### src/rtl/display_consts.svh
// ******************************
// display constants: reduced video mode,
// canvas and window geometry, background colour
// ******************************
`ifndef DISPLAY_CONSTS_SVH
`define DISPLAY_CONSTS_SVH

// horizontal timing (pixels), positive sync
`define H_ACTIVE    48
`define H_FP        4
`define H_SYNC      4
`define H_BP        8
`define H_TOTAL     (`H_ACTIVE + `H_FP + `H_SYNC + `H_BP)  // 64

// vertical timing (lines), positive sync
`define V_ACTIVE    24
`define V_FP        2
`define V_SYNC      2
`define V_BP        4
`define V_TOTAL     (`V_ACTIVE + `V_FP + `V_SYNC + `V_BP)  // 32

// canvas: 4 bits per pixel, 4 pixels per word
`define CANV_WIDTH  16
`define CANV_HEIGHT 8
`define CANV_SCALE  2
`define CANV_WORDS  32

// window placement on screen
`define WIN_STARTX  8
`define WIN_STARTY  4
`define WIN_WIDTH   (`CANV_WIDTH * `CANV_SCALE)   // 32
`define WIN_HEIGHT  (`CANV_HEIGHT * `CANV_SCALE)  // 16

`define BG_COLR     15'h0886  // RGB555, outside the window

`endif

### src/rtl/display_pkg.sv
// ******************************
// display types: canvas word, colour, palette index
// ******************************
package display_pkg;

    typedef logic [3:0] pal_idx_t;  // palette index, 16 colours

    // one canvas word, seen either as the host stores it
    // or as four packed pixels
    typedef union packed {
        logic [15:0]     raw;  // host write view
        pal_idx_t [3:0]  pix;  // pixel 0 in low nibble
    } canvas_word_t;

    // RGB555, red at the top
    typedef struct packed {
        logic [4:0] r;
        logic [4:0] g;
        logic [4:0] b;
    } colour_t;

endpackage

### src/rtl/sync_bus_if.sv
// ******************************
// sync bus: per-pixel sync and qualifier flags
// ******************************
`timescale 1ns/1ns

interface sync_bus_if;
    logic de;      // active video
    logic hsync;   // horizontal sync, positive
    logic vsync;   // vertical sync, positive
    logic in_win;  // pixel lies inside canvas window

    // stage that produces the flags
    modport src (
        output de,
        output hsync,
        output vsync,
        output in_win
    );

    // stage that consumes them
    modport dst (
        input de,
        input hsync,
        input vsync,
        input in_win
    );
endinterface

### src/rtl/display_ctrl.sv
// ******************************
// display controller: screen counters, syncs,
// window test and canvas address generation
// ******************************
`timescale 1ns/1ns
`include "display_consts.svh"

module display_ctrl (
    input  logic        clk_pix,
    input  logic        rst_sys,
    sync_bus_if.src     s0,         // flags for the registered position
    output logic [4:0]  canv_addr,  // canvas word address
    output logic [1:0]  canv_sel    // pixel within the word
);

    logic [5:0] sx;  // horizontal position, 0..63
    logic [4:0] sy;  // vertical position, 0..31

    logic [5:0] win_x;     // offset into the window, screen pixels
    logic [4:0] win_y;
    logic [3:0] cx;        // canvas column
    logic [2:0] cy;        // canvas line
    logic       in_win_c;

    // screen counters, line wraps then frame wraps
    always_ff @(posedge clk_pix) begin
        if (rst_sys) begin
            sx <= '0;
            sy <= '0;
        end else if (sx == 6'(`H_TOTAL - 1)) begin
            sx <= '0;
            sy <= (sy == 5'(`V_TOTAL - 1)) ? '0 : sy + 5'd1;  // next line
        end else begin
            sx <= sx + 6'd1;
        end
    end

    // window test
    assign in_win_c = (sx >= 6'(`WIN_STARTX)) && (sx < 6'(`WIN_STARTX + `WIN_WIDTH))
                   && (sy >= 5'(`WIN_STARTY)) && (sy < 5'(`WIN_STARTY + `WIN_HEIGHT));

    // screen to canvas coordinates
    assign win_x = sx - 6'(`WIN_STARTX);  // only meaningful inside window
    assign win_y = sy - 5'(`WIN_STARTY);
    assign cx    = 4'(win_x / 6'(`CANV_SCALE));
    assign cy    = 3'(win_y / 5'(`CANV_SCALE));

    // registered outputs, one cycle behind the counters
    always_ff @(posedge clk_pix) begin
        if (rst_sys) begin
            s0.de     <= 1'b0;
            s0.hsync  <= 1'b0;
            s0.vsync  <= 1'b0;
            s0.in_win <= 1'b0;
            canv_addr <= '0;
            canv_sel  <= '0;
        end else begin
            s0.de     <= (sx < 6'(`H_ACTIVE)) && (sy < 5'(`V_ACTIVE));
            s0.hsync  <= (sx >= 6'(`H_ACTIVE + `H_FP))
                      && (sx < 6'(`H_ACTIVE + `H_FP + `H_SYNC));
            s0.vsync  <= (sy >= 5'(`V_ACTIVE + `V_FP))
                      && (sy < 5'(`V_ACTIVE + `V_FP + `V_SYNC));  // whole lines
            s0.in_win <= in_win_c;
            if (in_win_c) begin
                canv_addr <= {cy, cx[3:2]};  // 4 words per canvas line
                canv_sel  <= cx[1:0];
            end else begin
                canv_addr <= '0;  // park outside the window
                canv_sel  <= '0;
            end
        end
    end

endmodule

### src/rtl/canvas_ram.sv
// ******************************
// canvas memory: host word writes, pixel reads
// ******************************
`timescale 1ns/1ns
`include "display_consts.svh"

module canvas_ram import display_pkg::*; (
    input  logic          clk_pix,
    input  logic          rst_sys,
    input  logic          canv_we,      // host write strobe
    input  logic [4:0]    canv_addr_w,  // host word address
    input  canvas_word_t  canv_data,    // host word
    input  logic [4:0]    canv_addr,    // read word from controller
    input  logic [1:0]    canv_sel,     // read nibble
    sync_bus_if.dst       s0,
    sync_bus_if.src       s1,
    output pal_idx_t      pix_idx       // registered pixel index
);

    canvas_word_t mem [`CANV_WORDS];  // 32 words x 4 pixels
    canvas_word_t rd_word;

    // host port stores the raw view
    always_ff @(posedge clk_pix) begin
        if (canv_we) mem[canv_addr_w].raw <= canv_data.raw;
    end

    assign rd_word = mem[canv_addr];

    // read port picks one pixel out of the word
    always_ff @(posedge clk_pix) begin
        pix_idx <= rd_word.pix[canv_sel];
    end

    // flags follow the data by one cycle
    always_ff @(posedge clk_pix) begin
        if (rst_sys) begin
            s1.de     <= 1'b0;
            s1.hsync  <= 1'b0;
            s1.vsync  <= 1'b0;
            s1.in_win <= 1'b0;
        end else begin
            s1.de     <= s0.de;
            s1.hsync  <= s0.hsync;
            s1.vsync  <= s0.vsync;
            s1.in_win <= s0.in_win;
        end
    end

endmodule

### src/rtl/palette_lut.sv
// ******************************
// palette: 16 RGB555 entries, registered lookup
// ******************************
`timescale 1ns/1ns

module palette_lut import display_pkg::*; (
    input  logic      clk_pix,
    input  logic      rst_sys,
    input  logic      pal_we,    // host write strobe
    input  pal_idx_t  pal_addr,  // entry to write
    input  colour_t   pal_data,  // new colour
    input  pal_idx_t  pix_idx,   // index from canvas
    sync_bus_if.dst   s1,
    sync_bus_if.src   s2,
    output colour_t   pix_colr   // looked-up colour
);

    colour_t pal [16];

    always_ff @(posedge clk_pix) begin
        if (pal_we) pal[pal_addr] <= pal_data;  // visible from next cycle
        pix_colr <= pal[pix_idx];
    end

    always_ff @(posedge clk_pix) begin
        if (rst_sys) begin
            s2.de     <= 1'b0;
            s2.hsync  <= 1'b0;
            s2.vsync  <= 1'b0;
            s2.in_win <= 1'b0;
        end else begin
            s2.de     <= s1.de;
            s2.hsync  <= s1.hsync;
            s2.vsync  <= s1.vsync;
            s2.in_win <= s1.in_win;
        end
    end

endmodule

### src/rtl/colour_expand.sv
// ******************************
// colour output: background fill, blanking,
// 5 to 8 bit widening
// ******************************
`timescale 1ns/1ns
`include "display_consts.svh"

module colour_expand import display_pkg::*; (
    input  logic        clk_pix,
    input  logic        rst_sys,
    sync_bus_if.dst     s2,
    input  colour_t     pix_colr,  // palette colour for this pixel
    output logic        hsync,
    output logic        vsync,
    output logic        de,
    output logic [7:0]  r,
    output logic [7:0]  g,
    output logic [7:0]  b
);

    colour_t out_colr;

    // blanking wins over the window test
    always_comb begin
        if (!s2.de)          out_colr = '0;
        else if (!s2.in_win) out_colr = colour_t'(`BG_COLR);
        else                 out_colr = pix_colr;
    end

    always_ff @(posedge clk_pix) begin
        if (rst_sys) begin
            hsync <= 1'b0;
            vsync <= 1'b0;
            de    <= 1'b0;
            r     <= '0;
            g     <= '0;
            b     <= '0;
        end else begin
            hsync <= s2.hsync;
            vsync <= s2.vsync;
            de    <= s2.de;
            r     <= {out_colr.r, out_colr.r[4:2]};  // replicate top bits into low bits
            g     <= {out_colr.g, out_colr.g[4:2]};
            b     <= {out_colr.b, out_colr.b[4:2]};
        end
    end

endmodule

### src/rtl/display_top.sv
// ******************************
// display pixel path top: controller plus
// canvas, palette and colour stages
// ******************************
`timescale 1ns/1ns

module display_top import display_pkg::*; (
    input  logic          clk_pix,
    input  logic          rst_sys,
    input  logic          canv_we,      // canvas word write
    input  logic [4:0]    canv_addr_w,
    input  canvas_word_t  canv_data,
    input  logic          pal_we,       // palette entry write
    input  pal_idx_t      pal_addr,
    input  colour_t       pal_data,
    output logic          hsync,
    output logic          vsync,
    output logic          de,
    output logic [7:0]    r,
    output logic [7:0]    g,
    output logic [7:0]    b
);

    sync_bus_if s0 ();  // controller -> canvas
    sync_bus_if s1 ();  // canvas -> palette
    sync_bus_if s2 ();  // palette -> colour

    logic [4:0] canv_addr;
    logic [1:0] canv_sel;
    pal_idx_t   pix_idx;
    colour_t    pix_colr;

    display_ctrl display_ctrl_inst (
        .clk_pix   (clk_pix),
        .rst_sys   (rst_sys),
        .s0        (s0.src),
        .canv_addr (canv_addr),
        .canv_sel  (canv_sel)
    );

    canvas_ram canvas_ram_inst (
        .clk_pix     (clk_pix),
        .rst_sys     (rst_sys),
        .canv_we     (canv_we),
        .canv_addr_w (canv_addr_w),
        .canv_data   (canv_data),
        .canv_addr   (canv_addr),
        .canv_sel    (canv_sel),
        .s0          (s0.dst),
        .s1          (s1.src),
        .pix_idx     (pix_idx)
    );

    palette_lut palette_lut_inst (
        .clk_pix  (clk_pix),
        .rst_sys  (rst_sys),
        .pal_we   (pal_we),
        .pal_addr (pal_addr),
        .pal_data (pal_data),
        .pix_idx  (pix_idx),
        .s1       (s1.dst),
        .s2       (s2.src),
        .pix_colr (pix_colr)
    );

    colour_expand colour_expand_inst (
        .clk_pix  (clk_pix),
        .rst_sys  (rst_sys),
        .s2       (s2.dst),
        .pix_colr (pix_colr),
        .hsync    (hsync),
        .vsync    (vsync),
        .de       (de),
        .r        (r),
        .g        (g),
        .b        (b)
    );

endmodule

### config.mk
export PLATFORM = sky130hd
export DESIGN_NAME = display_top
export DESIGN_NICKNAME = d
export VERILOG_FILES = /design/src/rtl/display_pkg.sv /design/src/rtl/sync_bus_if.sv /design/src/rtl/display_ctrl.sv /design/src/rtl/canvas_ram.sv /design/src/rtl/palette_lut.sv /design/src/rtl/colour_expand.sv /design/src/rtl/display_top.sv
export VERILOG_INCLUDE_DIRS = /design/src /design/src/rtl
export SDC_FILE = /design/constraint.sdc
export NUM_CORES = 1
export LEC_CHECK = 0
export BUFFER_PORTS_ARGS = -buffer_cell sky130_fd_sc_hd__clkbuf_2
export CAP_MARGIN = 30
export CORE_MARGIN = 2
export CORE_UTILIZATION = 35
export DETAILED_ROUTE_END_ITERATION = 8
export GPL_ROUTABILITY_DRIVEN = 0
export PLACE_DENSITY_LB_ADDON = 0.08
export SYNTH_ARGS = -nofsm -noshare
export SYNTH_HDL_FRONTEND = slang
export SYNTH_SLANG_ARGS = --single-unit
### constraint.sdc
create_clock -name clk_pix -period 6.45 [get_ports clk_pix]
set_clock_uncertainty 0.15 [all_clocks]
set_input_delay 0.3225 -clock clk_pix [delete_from_list [all_inputs] [get_ports clk_pix]]
set_output_delay 0.3225 -clock clk_pix [all_outputs]
set_load 0.005 [all_outputs]
==> results by group, run 1 <==
Synth
  • Post-synth ARST share: 0%
  • Fraction of post-synthesis cell area in the top cell type by area: 73.6%
  • Top post-synthesis cells by area: sky130_fd_sc_hd__edfxtp_1 (74%), sky130_fd_sc_hd__mux4_2 (18%), sky130_fd_sc_hd__dfxtp_1 (4.4%)
  • Most common flop cell mapped by yosys: sky130_fd_sc_hd__edfxtp_1
  • Count of unique library cells instantiated by Yosys: 35
  • Flip-flop and latch count after synthesis: slightly above 800
  • Average cell area after synthesis: ~24 um^2
  • Net count after synthesis: around 1400
  • Synth Cell Area: 0.0307 mm^2
  • Count of yosys warnings during synthesis: 0
  • Sequential area share after synthesis: 78.0%
  • Number of synthesized flops with an enable pin: roughly 750
  • Cell type with the highest aggregate area in the netlist: sky130_fd_sc_hd__edfxtp_1
  • Synthesized instance count: around 1300

Timing
  • Setup TNS Final: 0 ns
  • Final min period: 3.58 ns
  • Setup repair after global routing missed its margin: false
  • Final max-slew violation count: 0
  • Rel. slew slack: 34.3%
  • Worst Setup Slack, final: about 2.9 ns
  • Tcrit/Tclk final: about 56%
  • Worst Tran Pin Value: between 0.9 and 1 ns
  • Highest Clock Rate: between 0.2 and 0.3 GHz
  • Final setup violation count: 0
  • Final hold viol count: 0

Detailed routing
  • Via count: 13700
  • DR DRC count: 0
  • Number of DRC markers in iteration 0: roughly 1200
  • Wire length reported by the detailed router: 74.1 mm
  • Antenna Violating Nets Remaining: 0
  • Vias per std cell: 5.11
  • Length of the first detailed-routing pass in iterations: 5
  • Mean routed wirelength per cell: 27.6 um

Clock network
  • CTS-repair resized insts: 0
  • Depth of the CTS H-tree: 3
  • Clock latency on the worst-skew pair: about 0.63 ns
  • CTS tree: done
  • Clock root cell: sky130_fd_sc_hd__clkbuf_16
  • Number of sinks driven by the clock tree: 819
  • Inserted Clock Buffers: about 90
  • Clock edge transition at the registers on the reported setup and hold paths: 0.06 ns
  • Clock Path Buffers: 3
  • Buffers inserted by post-CTS timing repair: 0

Status
  • Status: finished, final reports clean

Floorplanning
  • Total Die Area: between 0.09 and 0.1 mm^2
  • Row count: around 110
  • Die height: between 300 and 400 um
  • I/O pin count: slightly above 70
  • Die Wd: approximately 300 um
  • Effective utilization at floorplan: 35.4%
  • Core outline area: 0.0868 mm^2

Cells and area
  • Filler cells: about 7600
  • Area growth from synthesis to final layout: 17.0%
  • Inserted Diodes: 0
  • # nets final: 1509
  • Leading cell type in the layout, fill and taps excluded: sky130_fd_sc_hd__edfxtp_1
  • Final core occ: 41.4%
  • Leading cell types in the layout, fill and taps excluded: sky130_fd_sc_hd__edfxtp_1 (752), sky130_fd_sc_hd__mux4_2 (243), sky130_fd_sc_hd__clkbuf_16 (89)
  • Share of post-route cells with drive strength above 1: 36.3%

Critical path
  • Type of destination of the critical path: flip-flop
  • Sum of buffers and inverters on the critical path: 1
  • CP most frequent cell: sky130_fd_sc_hd__mux4_2
  • Total stage count of the critical path: 5
  • Logic depth of the worst register-to-register path: 5
  • Setup slack on the worst flop-to-flop path: 2.87 ns
  • Maximum net fanout on the critical path: 45
  • Maximum cell stage delay along the critical path: approximately 0.85 ns
  • Startpoint kind of the worst setup timing path: flip-flop
  • Critical path start-end classification: reg -> reg
  • Critical-path cell list: buf_12 -> mux4_2 -> mux4_2 -> mux4_2 -> mux2_2
  • Worst flop-to-flop path endpoint: canvas_ram_inst.pix_idx[3]
  • CP Data Arrival Time: 3.95 ns
  • Required arrival time at the worst endpoint: between 6 and 7 ns
  • Family of cells with the greatest summed delay on the critical path: multiplexers
  • Worst path slowest cell: sky130_fd_sc_hd__dfxtp_4

Global routing
  • Total congestion overflow: 0
  • Antenna violations before repair: 3
  • Pin count of the biggest net entering global routing: 70
  • Total GRT Usage: roughly 17%
  • Wire length of the first global-routing pass: ~110 mm
  • Via count of the first global-routing pass: ~15000

Pwr
  • Power density cells: slightly above 300 mW/mm^2
  • Maximum vdd ir drop: 195 uV
  • Leakage power: 11.1 nW

Placed design
  • Count of input and output buffers: 70
  • Estimated wirelength of the detail-placed design: slightly below 40 mm
  • Placement-stage worst setup slack: around 2.8 ns

Worst hold path
  • Min-Delay Endpoint: display_ctrl_inst.s0.vsync
  • Count of cells along the worst hold path: 2
  • Startpoint of the lowest-slack hold path: rst_sys
  • Hold crit path type: in -> reg

Run
  • Max Cap Violations: 0
## routing by layer
layer  GRT usage, %  part of all wire [%]  up-vias
met5              0                 0.053        -
met4           4.73                   2.3        6
met3           2.69                   3.7      111
met2           28.4                    51      287
met1           22.1                    43     7511
li1               -                     -     5820
## worst register-to-register path, cell delays in order (launching register included)
cell and delay (ns):
sky130_fd_sc_hd__dfxtp_4 0.85, sky130_fd_sc_hd__buf_12 0.51, sky130_fd_sc_hd__mux4_2 0.62, sky130_fd_sc_hd__mux4_2 0.56, sky130_fd_sc_hd__mux4_2 0.51, sky130_fd_sc_hd__mux2_2 0.27
## metrics by stage
stage / total power, W / cell area, um^2 / cells / hold slack, ns
2_1_floorplan: 0.00607 / 30700 / 1298 / 0.244
3_3_place_gp: 0.00620 / 32700 / 2501 / 0.269
3_5_place_dp: 0.00621 / 32800 / 2505 / 0.270
4_1_cts: 0.0113 / 35900 / 2686 / 0.0658
5_1_grt: 0.0115 / 35900 / 2686 / 0.109
6_report: 0.0112 / 35900 / 2686 / 0.0825
## cell families (layout without fill, tap and decap cells)
group	after synthesis	count (layout)	synth area share [%]
AO/OA/AOI/OAI	14	14	0.261
XOR/XNOR	4	4	0.114
adder cells (fa/ha/maj)	8	8	0.326
buffers and inverters	77	310	1.13
flip-flops	819	819	78.0
multiplexers	248	248	18.0
AND/OR/NAND/NOR	128	128	2.17
## power breakdown
part	leakage, nW	switching, W	internal (W)
Sequential	7.33	0.0000198	0.00587
Clock	1.43	0.00207	0.00300
Combinational	2.37	0.000147	0.0000637
Total	11.1	0.00224	0.00894
## synthesized netlist by cell type (9+ instances only)
master / n
sky130_fd_sc_hd__buf_4: 12
sky130_fd_sc_hd__mux4_2: 243
sky130_fd_sc_hd__dfxtp_1: 67
sky130_fd_sc_hd__and3_1: 12
sky130_fd_sc_hd__buf_2: 11
sky130_fd_sc_hd__nor2b_1: 12
sky130_fd_sc_hd__edfxtp_1: 752
sky130_fd_sc_hd__nor2_1: 52
sky130_fd_sc_hd__inv_1: 9
sky130_fd_sc_hd__clkbuf_1: 32
sky130_fd_sc_hd__buf_1: 13
## how the worst max path moves through the flow
| stage | end |
|---|---|
| after global routing | canvas_ram_inst.pix_idx[3] |
| after global placement | canvas_ram_inst.pix_idx[3] |
| after detailed placement | canvas_ram_inst.pix_idx[3] |
| after floorplan | canvas_ram_inst.pix_idx[0] |
| after CTS | canvas_ram_inst.pix_idx[3] |
| final | canvas_ram_inst.pix_idx[3] |
## final cells by class
cell class	count	area (um^2)	area share [%]
clock buffers	125	2470	6.89
clock inverters	39	439	1.22
inverters	9	33.8	0.0941
multi-input cells	402	6590	18.4
flip-flops and latches	819	23900	66.7
well taps	1155	1450	4.03
repair buffers	137	976	2.72
## sequential cells by signal, summed over array words and instances (netlist names), 2 cells and up, named ones only
| name | count |
|---|---|
| canvas_ram_inst.mem | 512 |
| canvas_ram_inst.pix_idx | 4 |
| colour_expand_inst.b | 5 |
| colour_expand_inst.g | 5 |
| colour_expand_inst.r | 5 |
| display_ctrl_inst.canv_sel | 2 |
| display_ctrl_inst.sx | 6 |
| display_ctrl_inst.sy | 5 |
| palette_lut_inst.pal | 240 |
| palette_lut_inst.pix_colr | 15 |
## what timing repair did
| action | 4_1_cts | 5_1_grt |
|---|---|---|
| hold buffers | 17 | 0 |
| endpoints found under the hold margin | 241 | 0 |
| endpoints found under the setup margin | 0 | 0 |
Note: power is estimated with default switching activity, not from simulation.
==> run 2: changes to the inputs <==
ABC_AREA = 1   (was default)
clock period = 3.3 ns   (was 6.45 ns; I/O delays follow)
==> run 2 against run 1 <==
- routed wire length up 22%
- clock power up 92%
- total power up 94%
- register-to-register slack worse by 2.1 ns
- cell area up 4.2%
- final cell count up 50%
- hold slack worse by 0.0046 ns
- flip-flop and latch count unchanged
- utilization down 0.70 points
- area after synthesis up 6.0%
- non-clock buffer count up 39
- setup slack worse by 2.1 ns
- critical endpoint is now canvas_ram_inst.pix_idx[1]
- largest cell class unchanged
- largest power group unchanged
- highest routed layer unchanged
==> results by group, run 2 <==
Critical path
  • Critical-path cell list: inv_8 -> buf_12 -> nand2_1 -> nand3_1 -> nand3_1 -> nand3_1 -> nand2_1 -> nand2_1 -> nand3_1 -> nand2_1 -> nand2_1 -> nand2_1
  • Critical path start-end classification: reg -> reg
  • Maximum cell stage delay along the critical path: about 0.4 ns
  • Type of destination of the critical path: flip-flop
  • CP most frequent cell: sky130_fd_sc_hd__nand2_1
  • Startpoint kind of the worst setup timing path: flip-flop
  • CP Data Arrival Time: 2.99 ns
  • Worst flop-to-flop path endpoint: canvas_ram_inst.pix_idx[1]
  • Worst path slowest cell: sky130_fd_sc_hd__buf_12
  • Sum of buffers and inverters on the critical path: 2
  • Maximum net fanout on the critical path: 88
  • Family of cells with the greatest summed delay on the critical path: simple AND/OR/NAND/NOR gates
  • Logic depth of the worst register-to-register path: 12
  • Setup slack on the worst flop-to-flop path: between 0.7 and 0.8 ns
  • Required arrival time at the worst endpoint: 3.74 ns

Cells and area
  • Final core occ: approximately two fifths
  • Leading cell types in the layout, fill and taps excluded: sky130_fd_sc_hd__edfxtp_1 (752), sky130_fd_sc_hd__nand2_1 (627), sky130_fd_sc_hd__nand3_1 (496)
  • Share of post-route cells with drive strength above 1: about 12%
  • Leading cell type in the layout, fill and taps excluded: sky130_fd_sc_hd__edfxtp_1
  • Area growth from synthesis to final layout: 15.0%
  • Filler cells: 8772
  • Largest reg by FF count: canvas_ram_inst.mem
  • # nets final: 2767
  • Top Registers: canvas_ram_inst.mem: 512 flops, palette_lut_inst.pal: 240 flops, palette_lut_inst.pix_colr: 15 flops
  • Max FFs per register: a little over 500

Clock network
  • Clock edge transition at the registers on the reported setup and hold paths: around 0.06 ns
  • Clock Path Buffers: 3
  • CTS tree: done
  • Depth of the CTS H-tree: 3
  • Inserted Clock Buffers: 89
  • Number of sinks driven by the clock tree: between 800 and 900
  • CTS-repair resized insts: 0
  • Clock latency on the worst-skew pair: 0.65 ns
  • Clock root cell: sky130_fd_sc_hd__clkbuf_16

Pwr
  • Power density cells: roughly 580 mW/mm^2
  • Leakage power: ~13 nW
  • Maximum vdd ir drop: between 300 and 400 uV

Detailed routing
  • Wire length reported by the detailed router: ~90 mm
  • Mean routed wirelength per cell: ~22 um
  • DR DRC count: 0
  • Length of the first detailed-routing pass in iterations: 5
  • Vias per std cell: approximately 5.0
  • Via count: approximately 20000
  • Number of DRC markers in iteration 0: approximately 1800
  • Antenna Violating Nets Remaining: 0

Worst hold path
  • Count of cells along the worst hold path: 3
  • Hold crit path type: in -> reg
  • Startpoint of the lowest-slack hold path: canv_addr_w[4]
  • Min-Delay Endpoint: canvas_ram_inst.mem[27][0]

Synth
  • Sequential area share after synthesis: approximately three quarters
  • Net count after synthesis: approximately 2700
  • Most common flop cell mapped by yosys: sky130_fd_sc_hd__edfxtp_1
  • Number of synthesized flops with an enable pin: roughly 750
  • Cell type with the highest aggregate area in the netlist: sky130_fd_sc_hd__edfxtp_1
  • Top post-synthesis cells by area: sky130_fd_sc_hd__edfxtp_1 (69%), sky130_fd_sc_hd__nand3_1 (7.6%), sky130_fd_sc_hd__nand2_1 (7.2%)
  • Synthesized instance count: 2611
  • Count of unique library cells instantiated by Yosys: 29
  • Leading post-synthesis cells by instance count: sky130_fd_sc_hd__edfxtp_1 (752), sky130_fd_sc_hd__nand2_1 (627), sky130_fd_sc_hd__nand3_1 (496)
  • Post-synth ARST share: 0%
  • Count leader, synth: sky130_fd_sc_hd__edfxtp_1
  • Fraction of post-synthesis cell area in the top cell type by area: between 60% and 70%
  • Flip-flop and latch count after synthesis: 819
  • Average cell area after synthesis: about 12 um^2
  • Synth Cell Area: roughly 0.033 mm^2
  • Count of yosys warnings during synthesis: 0

Placed design
  • Estimated wirelength of the detail-placed design: around 50 mm
  • Count of input and output buffers: 70

Global routing
  • Antenna violations before repair: 4
  • Via count of the first global-routing pass: around 20000
  • Wire length of the first global-routing pass: around 130 mm
  • Pin count of the biggest net entering global routing: between 100 and 150
  • Total congestion overflow: 0
  • Total GRT Usage: 19.0%

Floorplanning
  • Die height: between 300 and 400 um
  • Total Die Area: 0.0954 mm^2
  • Effective utilization at floorplan: ~35%
  • Die Wd: a little over 300 um
  • Core outline area: 0.0919 mm^2
  • I/O pin count: 71
  • Row count: ~110

Status
  • Status: finished, final reports clean

Timing
  • Rel. slew slack: a little under two fifths
  • Final min period: between 2 and 3 ns
  • Final hold viol count: 0
  • Tcrit/Tclk final: between 70 and 80%
  • Final setup violation count: 0
  • Setup repair after global routing missed its margin: false
  • Final max-slew violation count: 0
  • Worst Tran Pin Value: 0.932 ns
  • Setup TNS Final: 0 ns
  • Highest Clock Rate: slightly below 0.4 GHz

Run
  • Max Cap Violations: 0
## run 2: worst max path at each step
stage                   startpoint                    endpoint  slack [ns]  cells past startpoint
finish                   flip-flop  canvas_ram_inst.pix_idx[1]        0.74                     12
global route             flip-flop  canvas_ram_inst.pix_idx[1]        0.58                     12
CTS                      flip-flop  canvas_ram_inst.pix_idx[1]        0.77                     12
detailed placement       flip-flop  canvas_ram_inst.pix_idx[1]        0.79                     12
global placement         flip-flop  canvas_ram_inst.pix_idx[2]        0.76                     12
floorplan           canv_addr_w[0]   canvas_ram_inst.mem[0][0]        1.60                      3
## run 2: kinds of logic after synthesis
logic type	synth area share, %
buffers and inverters	4.46
AO/OA/AOI/OAI	3.79
flip-flops	73.5
AND/OR/NAND/NOR	16.0
multiplexers	1.85
adder cells (fa/ha/maj)	0.308
XOR/XNOR	0.0269
## run 2: through the flow
step | instance area (um^2) | instances | hold slack [ns] | power, W | setup slack, ns
after CTS | 37400 | 4029 | 0.0119 | 0.0220 | 0.772
after detailed placement | 34300 | 3841 | 0.249 | 0.0122 | 0.792
after global placement | 34300 | 3841 | 0.245 | 0.0122 | 0.762
after global routing | 37400 | 4029 | 0.0736 | 0.0224 | 0.579
final | 37400 | 4032 | 0.0780 | 0.0217 | 0.742
after floorplan | 32500 | 2611 | 0.114 | 0.0119 | 1.60
## run 2: where the power goes
group	switching, W	total (W)	internal [W]
Sequential	0.0000364	0.0115	0.0115
Clock	0.00406	0.00972	0.00567
Combinational	0.000356	0.000457	0.000102
## run 2: worst min-delay path: cells and delay by family
| kind | cells | cell delay, ns |
|---|---|---|
| and+or+nand+nor | 2 | 0.32 |
| buffers and inverters | 1 | 0.21 |
## run 2: layer usage
metal | wire (um) | GRT usage (%) | part of all wire [%] | vias up
met5 | 26 | 0 | 0.029 | -
met4 | 2010 | 5.85 | 2.2 | 4
li1 | - | - | - | 9486
met2 | 40000 | 28.5 | 44 | 547
met1 | 43100 | 28.1 | 48 | 10200
met3 | 5370 | 3.25 | 5.9 | 123
## run 2: cell type report
class / count / area, um^2 / area share, %
multi-input cells: 1505 / 7250 / 19.4
repair buffers: 176 / 1320 / 3.54
inverters: 124 / 475 / 1.27
well taps: 1243 / 1560 / 4.16
diodes: 3 / 7.51 / 0.0201
clock inverters: 42 / 375 / 1.00
clock buffers: 120 / 2480 / 6.62
flip-flops and latches: 819 / 23900 / 64.0
## run 2: what timing repair did
action	CTS	global route
buffers inserted	0	0
hold endpoints to repair	273	0
hold buffers	26	0
==> run 3: changes to the inputs <==
clock period = 2.2 ns   (was 3.3 ns; I/O delays follow)
==> run 3 against run 2 <==
- global-route usage barely moved
- via count grew 1.1%
- setup slack worse by 0.68 ns
- final cell count up 1.6%
- critical path depth unchanged
- clock power grew 54%
- register-to-register slack got worse by 0.68 ns
==> results by group, run 3 (synthesis gave the netlist of run 2 again) <==
Status
  • Status: finished, final reports clean

Floorplanning
  • I/O pin count: 71
  • Die height: between 300 and 400 um
  • Die Wd: between 300 and 400 um
  • Core outline area: slightly above 0.09 mm^2
  • Effective utilization at floorplan: between 30% and 40%
  • Row count: approximately 110
  • Total Die Area: approximately 0.095 mm^2

Critical path
  • Critical path start-end classification: reg -> reg
  • CP Data Arrival Time: ~2.6 ns
  • Sum of buffers and inverters on the critical path: 2
  • Maximum cell stage delay along the critical path: approximately 0.47 ns
  • Family of cells with the greatest summed delay on the critical path: simple AND/OR/NAND/NOR gates
  • Required arrival time at the worst endpoint: approximately 2.7 ns
  • Worst path slowest cell: sky130_fd_sc_hd__dfxtp_4
  • Type of destination of the critical path: flip-flop
  • Critical-path cell list: buf_12 -> buf_12 -> nand2_1 -> nand3_1 -> nand3_1 -> nand3_1 -> nand2_1 -> nand2_1 -> nand3_1 -> nand2_1 -> nand2_1 -> nand2_1
  • Startpoint kind of the worst setup timing path: flip-flop
  • CP most frequent cell: sky130_fd_sc_hd__nand2_1
  • Maximum net fanout on the critical path: 19

Detailed routing
  • DR DRC count: 0
  • Mean routed wirelength per cell: 22.2 um
  • Vias per std cell: ~5.0
  • Antenna Violating Nets Remaining: 0
  • Via count: 20600
  • Length of the first detailed-routing pass in iterations: 5
  • Wire length reported by the detailed router: between 90 and 100 mm
  • Number of DRC markers in iteration 0: 1557

Timing
  • Highest Clock Rate: approximately 0.47 GHz
  • Setup repair after global routing missed its margin: false
  • Worst Tran Pin Value: roughly 0.92 ns
  • Worst Setup Slack, final: approximately 0.062 ns
  • Final setup violation count: 0
  • Final min period: 2.14 ns
  • Final hold viol count: 0
  • Rel. slew slack: roughly two fifths
  • Setup TNS Final: 0 ns
  • Tcrit/Tclk final: 97.2%
  • Final max-slew violation count: 0

Worst hold path
  • Hold crit path type: in -> reg

Cells and area
  • # nets final: ~2800
  • Max FFs per register: between 500 and 600
  • Leading cell types in the layout, fill and taps excluded: sky130_fd_sc_hd__edfxtp_1 (752), sky130_fd_sc_hd__nand2_1 (627), sky130_fd_sc_hd__nand3_1 (491)
  • Area growth from synthesis to final layout: 18.9%
  • Top Registers: canvas_ram_inst.mem: 512 flops, palette_lut_inst.pal: 240 flops, palette_lut_inst.pix_colr: 15 flops
  • Share of post-route cells with drive strength above 1: a little over an eighth
  • Largest reg by FF count: canvas_ram_inst.mem
  • Leading cell type in the layout, fill and taps excluded: sky130_fd_sc_hd__edfxtp_1

Clock network
  • Clock edge transition at the registers on the reported setup and hold paths: 0.06 ns
  • Clock Path Buffers: 3
  • Clock latency on the worst-skew pair: around 0.66 ns
  • Inserted Clock Buffers: 90
  • Number of sinks driven by the clock tree: roughly 800
  • Buffers inserted by post-CTS timing repair: 0
  • Depth of the CTS H-tree: 3
  • CTS tree: done
  • Clock root cell: sky130_fd_sc_hd__clkbuf_16

Global routing
  • Via count of the first global-routing pass: 20200
  • Wire length of the first global-routing pass: around 130 mm
  • Pin count of the biggest net entering global routing: 124
  • Total GRT Usage: a little under a fifth
  • Total congestion overflow: 0
  • Antenna violations before repair: 1

Pwr
  • Switch share: 20.9%
  • Leakage power: ~14 nW
  • Comb power frac: roughly 2.2%
  • Power density cells: between 800 and 900 mW/mm^2
  • Internal power summed over all cells: 0.0261 W
  • Net load switching power: around 0.0069 W
  • Maximum vdd ir drop: between 600 and 700 uV
  • Share of power burned in the clock network: around 46%
  • Power consumption: 0.0330 W
  • Share of total power in sequential cells: a little over half

Placed design
  • Estimated wirelength of the detail-placed design: between 50 and 60 mm
  • Count of input and output buffers: 70
  • Placement-stage worst setup slack: roughly 0.11 ns

Run
  • Max Cap Violations: 0
[run 3: worst min-delay path, cell delays in order]
cell                       delay, ns
sky130_fd_sc_hd__clkbuf_2       0.17
sky130_fd_sc_hd__nand3_1        0.19
sky130_fd_sc_hd__nor2_1         0.08
sky130_fd_sc_hd__buf_4          0.15
[run 3: final cells by class]
cell class | count | area [um^2]
Antenna cell | 1 | 2.50
Timing Repair Buffer | 238 | 2470
Multi-Input combinational cell | 1505 | 7270
Clock inverter | 48 | 464
Tap cell | 1243 | 1560
Clock buffer | 120 | 2490
Fill cell | 8690 | 53300
Sequential cell | 819 | 23900
Inverter | 124 | 475
[run 3: stage by stage]
step           instances  util [%]  hold WS, ns  cell area [um^2]
2_1_floorplan       2611         -       0.0589             32500
3_3_place_gp        3895      38.4        0.248             35300
3_5_place_dp        3895      38.4        0.252             35300
4_1_cts             4097      42.0       0.0133             38600
5_1_grt             4097      42.1       0.0932             38700
6_report            4098      42.1       0.0632             38700
[run 3: repair_timing]
| item | 4_1_cts | 5_1_grt |
|---|---|---|
| gates resized for setup | 0 | 6 |
| hold buffers | 34 | 0 |
| hold endpoints to repair | 492 | 0 |
| setup endpoints to repair | 0 | 5 |
[run 3: power groups by stage]
stage	registers [W]	logic, W	clock network [W]
6_report	0.0173	0.000724	0.0150
5_1_grt	0.0173	0.000800	0.0160
4_1_cts	0.0173	0.000742	0.0154
3_5_place_dp	0.0176	0.000690	0
3_3_place_gp	0.0176	0.000676	0
2_1_floorplan	0.0176	0.000218	0
[run 3: per-layer routing]
layer / vias to the layer above / global-route usage [%] / part of all wire (%) / routed length [um]
li1: 9610 / - / - / -
met1: 10400 / 28.4 / 48 / 44100
met2: 458 / 29.2 / 45 / 41000
met3: 119 / 2.58 / 4.8 / 4360
met4: 0 / 5.18 / 1.8 / 1640
met5: - / 0 / 0 / 0
[run 3: final timing paths]
path	start	to	slack [ns]	cells after the start
setup / recovery	flip-flop	canvas_ram_inst.pix_idx[1]	0.06	12
setup reg to reg	flip-flop	canvas_ram_inst.pix_idx[1]	0.06	12
hold reg to reg	canvas_ram_inst.s1.de	palette_lut_inst.s2.de	0.25	2
hold / removal	canv_addr_w[4]	canvas_ram_inst.mem[25][1]	0.06	4
